### src/source/standby_defs.svh
// Standby TTI width definitions

`ifndef STANDBY_DEFS_SVH
`define STANDBY_DEFS_SVH

// Engine side word width
`define TTI_WORD_W 32

// Queue side byte width
`define TTI_BYTE_W 8

`define TTI_BYTES_PER_WORD 4
`define TTI_BYTE_IDX_W 2

`endif
### src/source/standby_pkg.sv
// Standby TTI types

`default_nettype none

package standby_pkg;

  typedef enum logic {
    MODE_I2C = 1'b0,
    MODE_I3C = 1'b1
  } tti_mode_e;

  typedef enum logic {
    RX_IDLE = 1'b0,
    RX_SEND = 1'b1
  } rx_conv_state_e;

  typedef enum logic {
    TX_COLLECT = 1'b0,
    TX_HOLD    = 1'b1
  } tx_conv_state_e;

  typedef struct packed {
    logic i2c_active_en;
    logic i2c_standby_en;
    logic i3c_active_en;
    logic i3c_standby_en;
  } mode_cfg_t;

  typedef struct packed {
    logic start;
    logic rstart;
    logic stop;
  } bus_event_t;

  // Received address with RnW bit
  typedef struct packed {
    logic       valid;
    logic [6:0] addr;
    logic       rnw;
  } bus_addr_t;

endpackage

`default_nettype wire

### src/source/controller_standby_tti.sv
// Standby controller TTI layer

`default_nettype none

`include "standby_defs.svh"

module controller_standby_tti (
  input  logic                    clk_i,
  input  logic                    rst_ni,

  input  standby_pkg::mode_cfg_t  mode_cfg_i,

  // I2C engine, RX words
  input  logic                    i2c_rx_word_valid_i,
  output logic                    i2c_rx_word_ready_o,
  input  logic [`TTI_WORD_W-1:0]  i2c_rx_word_data_i,

  // I2C engine, TX words
  output logic                    i2c_tx_word_valid_o,
  input  logic                    i2c_tx_word_ready_i,
  output logic [`TTI_WORD_W-1:0]  i2c_tx_word_data_o,

  input  standby_pkg::bus_event_t i2c_bus_event_i,
  input  standby_pkg::bus_addr_t  i2c_bus_addr_i,

  // I3C engine, RX bytes
  input  logic                    i3c_rx_byte_valid_i,
  output logic                    i3c_rx_byte_ready_o,
  input  logic [`TTI_BYTE_W-1:0]  i3c_rx_byte_data_i,
  input  logic                    i3c_rx_flush_i,

  // I3C engine, TX bytes
  output logic                    i3c_tx_byte_valid_o,
  input  logic                    i3c_tx_byte_ready_i,
  output logic [`TTI_BYTE_W-1:0]  i3c_tx_byte_data_o,
  input  logic                    i3c_tx_flush_i,

  input  standby_pkg::bus_event_t i3c_bus_event_i,
  input  standby_pkg::bus_addr_t  i3c_bus_addr_i,
  input  logic                    parity_err_i,
  input  logic                    get_status_done_i,

  // RX data queue
  output logic                    rx_queue_wvalid_o,
  input  logic                    rx_queue_wready_i,
  output logic [`TTI_BYTE_W-1:0]  rx_queue_wdata_o,
  output logic                    rx_queue_flush_o,

  // TX data queue
  input  logic                    tx_queue_rvalid_i,
  output logic                    tx_queue_rready_o,
  input  logic [`TTI_BYTE_W-1:0]  tx_queue_rdata_i,
  output logic                    tx_queue_flush_o,

  output standby_pkg::bus_event_t bus_event_o,
  output standby_pkg::bus_addr_t  bus_addr_o,
  output logic                    err_o
);

  standby_pkg::tti_mode_e mode;
  logic                   i3c_sel;
  logic                   i2c_sel;

  // Either I3C enable selects the I3C engine
  assign mode = (mode_cfg_i.i3c_active_en | mode_cfg_i.i3c_standby_en) ?
                standby_pkg::MODE_I3C : standby_pkg::MODE_I2C;
  assign i3c_sel = (mode == standby_pkg::MODE_I3C);
  assign i2c_sel = (mode == standby_pkg::MODE_I2C);

  logic                   rx_conv_word_valid;
  logic                   rx_conv_word_ready;
  logic                   rx_conv_byte_valid;
  logic                   rx_conv_byte_ready;
  logic [`TTI_BYTE_W-1:0] rx_conv_byte_data;

  logic                   tx_conv_byte_valid;
  logic                   tx_conv_byte_ready;
  logic                   tx_conv_word_valid;
  logic                   tx_conv_word_ready;
  logic [`TTI_WORD_W-1:0] tx_conv_word_data;

  // Converters only see traffic in I2C mode
  assign rx_conv_word_valid = i2c_rx_word_valid_i & i2c_sel;
  assign rx_conv_byte_ready = rx_queue_wready_i & i2c_sel;
  assign tx_conv_byte_valid = tx_queue_rvalid_i & i2c_sel;
  assign tx_conv_word_ready = i2c_tx_word_ready_i & i2c_sel;

  tti_rx_word_to_byte u_rx_conv (
    .clk_i        (clk_i),
    .rst_ni       (rst_ni),
    .word_valid_i (rx_conv_word_valid),
    .word_ready_o (rx_conv_word_ready),
    .word_data_i  (i2c_rx_word_data_i),
    .byte_valid_o (rx_conv_byte_valid),
    .byte_ready_i (rx_conv_byte_ready),
    .byte_data_o  (rx_conv_byte_data)
  );

  tti_tx_byte_to_word u_tx_conv (
    .clk_i        (clk_i),
    .rst_ni       (rst_ni),
    .byte_valid_i (tx_conv_byte_valid),
    .byte_ready_o (tx_conv_byte_ready),
    .byte_data_i  (tx_queue_rdata_i),
    .word_valid_o (tx_conv_word_valid),
    .word_ready_i (tx_conv_word_ready),
    .word_data_o  (tx_conv_word_data)
  );

  always_comb begin
    // RX path
    rx_queue_wvalid_o   = i3c_sel ? i3c_rx_byte_valid_i : rx_conv_byte_valid;
    rx_queue_wdata_o    = i3c_sel ? i3c_rx_byte_data_i : rx_conv_byte_data;
    rx_queue_flush_o    = i3c_sel ? i3c_rx_flush_i : 1'b0;
    i3c_rx_byte_ready_o = i3c_sel ? rx_queue_wready_i : 1'b0;
    i2c_rx_word_ready_o = i2c_sel ? rx_conv_word_ready : 1'b0;

    // TX path
    tx_queue_rready_o   = i3c_sel ? i3c_tx_byte_ready_i : tx_conv_byte_ready;
    tx_queue_flush_o    = i3c_sel ? i3c_tx_flush_i : 1'b0;
    i3c_tx_byte_valid_o = i3c_sel ? tx_queue_rvalid_i : 1'b0;
    i3c_tx_byte_data_o  = tx_queue_rdata_i;
    i2c_tx_word_valid_o = i2c_sel ? tx_conv_word_valid : 1'b0;
    i2c_tx_word_data_o  = tx_conv_word_data;

    bus_event_o = i3c_sel ? i3c_bus_event_i : i2c_bus_event_i;
    bus_addr_o  = i3c_sel ? i3c_bus_addr_i : i2c_bus_addr_i;
  end

  // Sticky parity error, a finished status read clears it
  always_ff @(posedge clk_i or negedge rst_ni) begin
    if (!rst_ni) begin
      err_o <= 1'b0;
    end else if (get_status_done_i) begin
      err_o <= 1'b0;
    end else if (parity_err_i) begin
      err_o <= 1'b1;
    end
  end

endmodule

`default_nettype wire

### src/source/tti_tx_byte_to_word.sv
// TX byte to word converter

`default_nettype none

`include "standby_defs.svh"

module tti_tx_byte_to_word (
  input  logic                   clk_i,
  input  logic                   rst_ni,

  input  logic                   byte_valid_i,
  output logic                   byte_ready_o,
  input  logic [`TTI_BYTE_W-1:0] byte_data_i,

  output logic                   word_valid_o,
  input  logic                   word_ready_i,
  output logic [`TTI_WORD_W-1:0] word_data_o
);

  localparam int unsigned last_idx = `TTI_BYTES_PER_WORD - 1;

  standby_pkg::tx_conv_state_e state_q;
  logic [`TTI_BYTE_IDX_W-1:0]  cnt_q;
  logic [`TTI_WORD_W-1:0]      word_q;

  logic byte_fire;
  logic word_fire;

  assign byte_ready_o = (state_q == standby_pkg::TX_COLLECT);
  assign word_valid_o = (state_q == standby_pkg::TX_HOLD);
  assign word_data_o  = word_q;

  assign byte_fire = byte_valid_i & byte_ready_o;
  assign word_fire = word_valid_o & word_ready_i;

  always_ff @(posedge clk_i or negedge rst_ni) begin
    if (!rst_ni) begin
      state_q <= standby_pkg::TX_COLLECT;
      cnt_q   <= '0;
    end else begin
      if (byte_fire) begin
        // Counter wraps to zero on the fourth byte
        cnt_q <= cnt_q + 1'b1;
        if (cnt_q == last_idx[`TTI_BYTE_IDX_W-1:0]) begin
          state_q <= standby_pkg::TX_HOLD;
        end
      end else if (word_fire) begin
        state_q <= standby_pkg::TX_COLLECT;
      end
    end
  end

  // Shift in from the top so the first byte ends up in the LSB
  always_ff @(posedge clk_i) begin
    if (byte_fire) begin
      word_q <= {byte_data_i, word_q[`TTI_WORD_W-1:`TTI_BYTE_W]};
    end
  end

endmodule

`default_nettype wire

### src/source/tti_rx_word_to_byte.sv
// RX word to byte converter

`default_nettype none

`include "standby_defs.svh"

module tti_rx_word_to_byte (
  input  logic                   clk_i,
  input  logic                   rst_ni,

  input  logic                   word_valid_i,
  output logic                   word_ready_o,
  input  logic [`TTI_WORD_W-1:0] word_data_i,

  output logic                   byte_valid_o,
  input  logic                   byte_ready_i,
  output logic [`TTI_BYTE_W-1:0] byte_data_o
);

  localparam int unsigned last_idx = `TTI_BYTES_PER_WORD - 1;

  standby_pkg::rx_conv_state_e state_q;
  logic [`TTI_BYTE_IDX_W-1:0]  idx_q;
  logic [`TTI_WORD_W-1:0]      word_q;

  logic byte_fire;
  logic last_byte;
  logic word_fire;

  assign byte_valid_o = (state_q == standby_pkg::RX_SEND);
  assign byte_fire    = byte_valid_o & byte_ready_i;
  assign last_byte    = (idx_q == last_idx[`TTI_BYTE_IDX_W-1:0]);

  // Next word may enter as the last byte leaves
  assign word_ready_o = (state_q == standby_pkg::RX_IDLE) | (byte_fire & last_byte);
  assign word_fire    = word_valid_i & word_ready_o;

  // Bytes go out LSB first
  assign byte_data_o = word_q[idx_q*`TTI_BYTE_W +: `TTI_BYTE_W];

  always_ff @(posedge clk_i or negedge rst_ni) begin
    if (!rst_ni) begin
      state_q <= standby_pkg::RX_IDLE;
      idx_q   <= '0;
    end else begin
      if (word_fire) begin
        state_q <= standby_pkg::RX_SEND;
        idx_q   <= '0;
      end else if (byte_fire) begin
        if (last_byte) begin
          state_q <= standby_pkg::RX_IDLE;
          idx_q   <= '0;
        end else begin
          idx_q <= idx_q + 1'b1;
        end
      end
    end
  end

  always_ff @(posedge clk_i) begin
    if (word_fire) begin
      word_q <= word_data_i;
    end
  end

endmodule

`default_nettype wire

### config.mk
export PLATFORM = sky130hd
export DESIGN_NAME = controller_standby_tti
export DESIGN_NICKNAME = d
export VERILOG_FILES = /design/src/source/standby_pkg.sv /design/src/source/controller_standby_tti.sv /design/src/source/tti_tx_byte_to_word.sv /design/src/source/tti_rx_word_to_byte.sv
export VERILOG_INCLUDE_DIRS = /design/src /design/src/source
export SDC_FILE = /design/constraint.sdc
export NUM_CORES = 1
export LEC_CHECK = 0
export ABC_CLOCK_PERIOD_IN_PS = 2700
export BUFFER_PORTS_ARGS = -buffer_cell sky130_fd_sc_hd__buf_2
export CAP_MARGIN = 30
export CORE_MARGIN = 2
export CORE_UTILIZATION = 40
export CTS_CLUSTER_DIAMETER = 120
export DETAILED_ROUTE_END_ITERATION = 10
export PLACE_DENSITY = 0.81
export REMOVE_ABC_BUFFERS = 1
export SETUP_SLACK_MARGIN = 0.02
export SLEW_MARGIN = 20
export SYNTH_ARGS = -nofsm -noshare
export SYNTH_HDL_FRONTEND = slang
export SYNTH_SLANG_ARGS = --single-unit
export TNS_END_PERCENT = 1
### constraint.sdc
create_clock -name clk_i -period 2.7 [get_ports clk_i]
set_input_delay 0.54 -clock clk_i [delete_from_list [all_inputs] [get_ports clk_i]]
set_output_delay 0.54 -clock clk_i [all_outputs]
set_load 0.02 [all_outputs]
* After elaboration in Yosys (flattened, before gate mapping) *
Cells that the tools add are included.

word-level totals
  output and inout bits = 69
  word-level logic and storage cells = 56
  input bits = 88
  register bits after elaboration = 71

cells by class
  $add $sub $neg = 2
  shifts and indexed selects = 1
  muxes and demuxes = 23
  equality and inequality tests = 3
  bitwise gates (word level) = 14
  reductions and logical operators = 6

operators by type and width
  cell                   count
  $shiftx A32 B6 Y8      1
  $mux W1                17
  $and A1 B1 Y1          9
  $mux W9                1
  $mux W8                1
  $reduce_bool A2 Y1     4
  $mux W2                3
  $add A2 B1 Y2 const B  2
  $eq A2 B2 Y1 const B   2
  $reduce_and A2 Y1      2
  $mux W3                1
  $not A1 Y1             3
  $ne A2 B2 Y1 const B   1
  $or A1 B1 Y1           2

* Depth between registers and ports, before layout *
  word-level depth = 10
  gate-level depth with buffers = 5
  mapped depth without buffers = 4

* Cells and area by module *
Synthesis repeated with hierarchy kept, for this count alone.

unflattened totals
  cell total of the unflattened synthesis = 145
  area total of the unflattened synthesis = 2870.3 µm²

modules (own cells, without submodules)
  module                  times used  cells an instance  sequential area each (µm²)  area an instance (µm²)
  tti_rx_word_to_byte     1           56                 1036.0                      1311.3
  tti_tx_byte_to_word     1           42                 1036.0                      1102.3
  controller_standby_tti  1           47                 25.0                        456.7

* Worst setup path after synthesis *
No wires, ideal clock.

  kind = input to register
  from = input mode_cfg_i[0] (netlist name)
  to = register u_rx_conv.word_q[0] (enable)
  library setup time = 0.392 ns
  arrival time = 2.106 ns
  stages on the path = 3
  required time = 2.308 ns
  setup slack = 0.202 ns
  buffers on the path = 0
  path through = or2_4 -> a21oi_1 -> and2_1

between the ends
  cells in the longest elaborated chain, start to end = 8
  elaborated cells between the ends (all ways) = 9
  those cells by class = mux (1); bitwise (8)

RTL lines
  item                           RTL line                      source
  from (decl)                    controller_standby_tti.sv:11  input standby_pkg::mode_cfg_t mode_cfg_i,
  $or A1 B1 Y1 *                 controller_standby_tti.sv:65  assign mode = (mode_cfg_i.i3c_active_en | mode_cfg_i.i3c_standby_en) ?
  $mux W1 *                      controller_standby_tti.sv:65
  $not A1 Y1 *                   controller_standby_tti.sv:68  assign i2c_sel = (mode == standby_pkg::MODE_I2C);
  $and A1 B1 Y1                  controller_standby_tti.sv:84  assign rx_conv_byte_ready = rx_queue_wready_i & i2c_sel;
  $and A1 B1 Y1                  tti_rx_word_to_byte.sv:31     assign byte_fire = byte_valid_o & byte_ready_i;
  $and A1 B1 Y1                  tti_rx_word_to_byte.sv:35     assign word_ready_o = (state_q == standby_pkg::RX_IDLE) | (byte_fire & last_byte);
  $or A1 B1 Y1                   tti_rx_word_to_byte.sv:35
  $and A1 B1 Y1 *                tti_rx_word_to_byte.sv:36     assign word_fire = word_valid_i & word_ready_o;
  named net u_rx_conv.word_fire  tti_rx_word_to_byte.sv:28     logic word_fire;
  to (signal assigned)           tti_rx_word_to_byte.sv:62     word_q <= word_data_i;
  to (decl)                      tti_rx_word_to_byte.sv:24     logic [`TTI_WORD_W-1:0] word_q;

The timed path passes the listed nets; every way through them passes the cells marked *.
A chain may end at the register's enable or synchronous reset.

* Final worst setup path *
  from = register u_rx_conv.idx_q[0]
  to = output rx_queue_wdata_o[3]

between the ends
  cells in the longest elaborated chain, start to end = 2

RTL lines
  item                    RTL line                       source
  from (decl)             tti_rx_word_to_byte.sv:23      logic [`TTI_BYTE_IDX_W-1:0] idx_q;
  from (signal assigned)  tti_rx_word_to_byte.sv:54      idx_q <= idx_q + 1'b1;
  $shiftx A32 B6 Y8       tti_rx_word_to_byte.sv:39      assign byte_data_o = word_q[idx_q*`TTI_BYTE_W +: `TTI_BYTE_W];
  $mux W8                 controller_standby_tti.sv:113  rx_queue_wdata_o = i3c_sel ? i3c_rx_byte_data_i : rx_conv_byte_data;
  to (decl)               controller_standby_tti.sv:46   output logic [`TTI_BYTE_W-1:0] rx_queue_wdata_o,

No other way between the ends.

==> results.json <==
{
  "status": "complete, no violations",
  "async_flop_share_pct": 9.859,
  "cts_max_level": 3,
  "drc": 0,
  "synth_cell_types": 25,
  "multi_input_area_sq_um": 636.9,
  "relSlewSlack_pct": 73.86,
  "rows": 30,
  "hold_class": "input pin to flip-flop",
  "dp_slack_ns": 0.5000,
  "synth_edf_count": 64,
  "post_cts_buffers": 0,
  "placedCellCount": 432,
  "synth_compound_area_share_pct": 4.451,
  "r2r_slack_ns": 0.71,
  "critPathLaunchType": "flip-flop",
  "skew_ns": 0.01556,
  "coreArea_sq_um": 6832,
  "overflow": 0,
  "min_to": "err_o$_DFFE_PN0P_",
  "yosysWarnings": 0,
  "grt_pass1_wl_mm": 8.694,
  "synth_seq_area_share_pct": 73.87,
  "synth_top_family_by_area": "simple AND/OR/NAND/NOR gates",
  "clkTransAtPathRegs_ns": 0.09,
  "whs_path_depth": 2,
  "cts_tree": "built",
  "worst-r2r-cell-count": 6,
  "setup_viol": 0,
  "routed_wl_mm": 6.080,
  "setup_tns_ns": 0,
  "tightest_slew_ns": 0.3912,
  "muxShareOfSynthArea_pct": 6.038,
  "syn_area_per_cell_sq_um": 14.63,
  "p_per_area_nw_per_um2": 726.3,
  "ant_nets": 0,
  "die_h_microns": 88.25,
  "netlist.area_leader.share_pct": 67.70,
  "yosys.area_share.simple_pct": 10.75,
  "max_stage_delay_ns": 0.56,
  "fin_crit_sh_pct": 86.15,
  "syn_area_sq_um": 2839,
  "dp_hpwl_mm": 4.432,
  "worst_hold_startpoint": "get_status_done_i",
  "grt_pass1_vias": 1801,
  "dieArea_sq_um": 7787,
  "cp_cell_sequence": "or3_1, o221ai_1, buf_2",
  "criticalPathCategory": "flip-flop to primary output",
  "critPathBufInv": 1,
  "crit_family": "simple AND/OR/NAND/NOR gates",
  "slew_viol_final": 0,
  "rsz0062_at_grt": "no",
  "drtPass1Iterations": 4,
  "vias": 2020,
  "hold_viol_final": 0,
  "yosys.area.top_type": "edfxtp_1",
  "nets": 438,
  "synth-xor-area-share_pct": 0.3085,
  "synth_seq_cells": 71,
  "ys.flop_type": "edfxtp_1",
  "antenna_found_initial": 0,
  "peakVddDrop_v": 0.0005126,
  "grtUsageTotal_pct": 15.11,
  "grt_max_degree": 33,
  "crit_required_ns": 2.16,
  "areaGrowthSynthToFinish_pct": 36.23,
  "cp_data_arrival_time_ns": 1.79,
  "crit_slowest_cell": "or3_1",
  "holdBufCountCts": 0,
  "fmax_mhz": 429.9,
  "end_kind": "primary output",
  "die_x_microns": 88.25,
  "cp_max_fo": 8,
  "place.gp.congestion": 0.7241,
  "seqCellArea_sq_um": 2097,
  "clockRootBuffer": "clkbuf_8",
  "period_needed_ns": 2.326,
  "power.leakage_nw": 1.717,
  "synth_common_cells": "edfxtp_1 (64), nand2_1 (52), mux2i_1 (16)",
  "avgRoutedWirePerCell_microns": 13.54,
  "cts-root-to-sink-buffers": 2,
  "fin_cells": 449,
  "start_util_pct": 41.56,
  "synth_cells": 194,
  "drive_gt1_share_pct": 49.86,
  "first_iter_violations": 57,
  "r2r_end": "u_rx_conv.word_q[29]$_DFFE_PP_",
  "synth_fa_ha_area_share_pct": 0.8814,
  "cts_resized": 0,
  "cts_sinks": 71,
  "viasPerCell": 4.499,
  "diodes": 0,
  "yosys-top-cells-area": "edfxtp_1 (68%), nand2_1 (6.9%), dfrtp_1 (6.2%), mux2i_1 (5.6%), buf_4 (2.6%)",
  "cap_viol_max_count": 0,
  "nFillCells": 583,
  "numCtsBuffers": 9,
  "ios": 157,
  "setup_ws_ns": 0.3740,
  "yosysMostFrequentCell": "edfxtp_1",
  "port_buffers": 154,
  "r2r_start": "u_rx_conv.idx_q[1]$_DFFE_PN0P_",
  "clk_latency_ns": 0.35
}
==> layout by cell type, fill, tap and decap left out, drive strengths merged <==
cell type    synthesis  final
a22o                 1      1
a21oi                1      1
nand3                2      2
xor2                 1      1
inv                  0      2
mux2                 1      1
bufinv               0      1
buf                 13    159
clkinvlp             0      2
nor3b                2      2
nor2                 4      4
clkbuf               4     10
a31oi                2      2
o21ai                3      3
a22oi                1      1
mux2i               16     16
edfxtp              64     64
o221ai               8      8
dfrtp                7      7
clkinv               0      1
and2                 6      6
o211ai               1      1
or2                  1      1
nand4                1      1
ha                   2      2
or3                  1      1
nand2               52     52
dlygate4sd3          0      1
==> final cells by class <==
| cell class | count | area share, % |
|---|---|---|
| Sequential cell | 71 | 54.22 |
| Timing Repair Buffer | 160 | 21.16 |
| Multi-Input combinational cell | 106 | 16.47 |
| Clock buffer | 10 | 3.300 |
| Tap cell | 96 | 3.106 |
| Clock inverter | 6 | 1.747 |
==> state kept, by name, indices dropped and copies added (netlist names) <==
name	flops
u_rx_conv.idx_q	2
u_tx_conv.word_valid_o	1
err_o	1
u_rx_conv.word_q	32
u_tx_conv.cnt_q	2
u_rx_conv.byte_valid_o	1
u_tx_conv.word_data_o	32
==> routing by layer <==
| metal | GRT usage (%) | share of wire [%] | up-vias |
|---|---|---|---|
| li1 | - | - | 1007 |
| met1 | 17.65 | 39 | 908 |
| met2 | 26.52 | 52 | 95 |
| met3 | 3.825 | 7.3 | 10 |
| met4 | 6.336 | 1.7 | 0 |
| met5 | 0 | 0 | - |
==> cell families after synthesis <==
group,after synthesis
mux,17
simple gates,69
buf+inv,17
xor+xnor,1
compound gates,17
flops,71
fa+ha+maj,2
==> through the flow <==
| step | hold slack [ns] | utilization (%) | instance area (sq um) | power, mW |
|---|---|---|---|---|
| floorplan | 0.2444 | - | 2734 | 1.761 |
| global placement | 0.3870 | 53.61 | 3662 | 1.981 |
| detailed placement | 0.3884 | 53.61 | 3662 | 2.005 |
| CTS | 0.002192 | 56.47 | 3857 | 2.843 |
| global route | 0.3161 | 56.61 | 3867 | 2.955 |
| finish | 0.3281 | 56.61 | 3867 | 2.809 |
==> worst max path at each step <==
stage	end	slack, ns	cells past startpoint	from
after floorplan	u_rx_conv.word_q[0]$_DFFE_PP_	-0.15	4	u_rx_conv.idx_q[1]$_DFFE_PN0P_
after global placement	rx_queue_wdata_o[6]	0.53	4	mode_cfg_i[0]
after detailed placement	rx_queue_wdata_o[6]	0.50	4	mode_cfg_i[0]
after CTS	rx_queue_wdata_o[6]	0.31	3	u_rx_conv.idx_q[0]$_DFFE_PN0P_
after global routing	rx_queue_wdata_o[6]	0.27	3	u_rx_conv.idx_q[0]$_DFFE_PN0P_
final	rx_queue_wdata_o[3]	0.37	3	u_rx_conv.idx_q[0]$_DFFE_PN0P_
==> worst register-to-register path, stage by stage, from the launching register on <==
cell     delay [ns]
dfrtp_1        0.33
buf_4          0.30
ha_1           0.25
nand2_1        0.06
a21oi_1        0.19
and2_1         0.16
buf_4          0.35
==> report_power, final <==
| group | total, mW | switching (mW) | internal (mW) | leakage [nW] |
|---|---|---|---|---|
| sequential | 1.36 | 0.0613 | 1.30 | 0.662 |
| combinational | 0.608 | 0.353 | 0.255 | 0.962 |
| clock | 0.837 | 0.406 | 0.432 | 0.0933 |
| total | 2.81 | 0.819 | 1.99 | 1.72 |
Power figures use the tool's default switching activity.
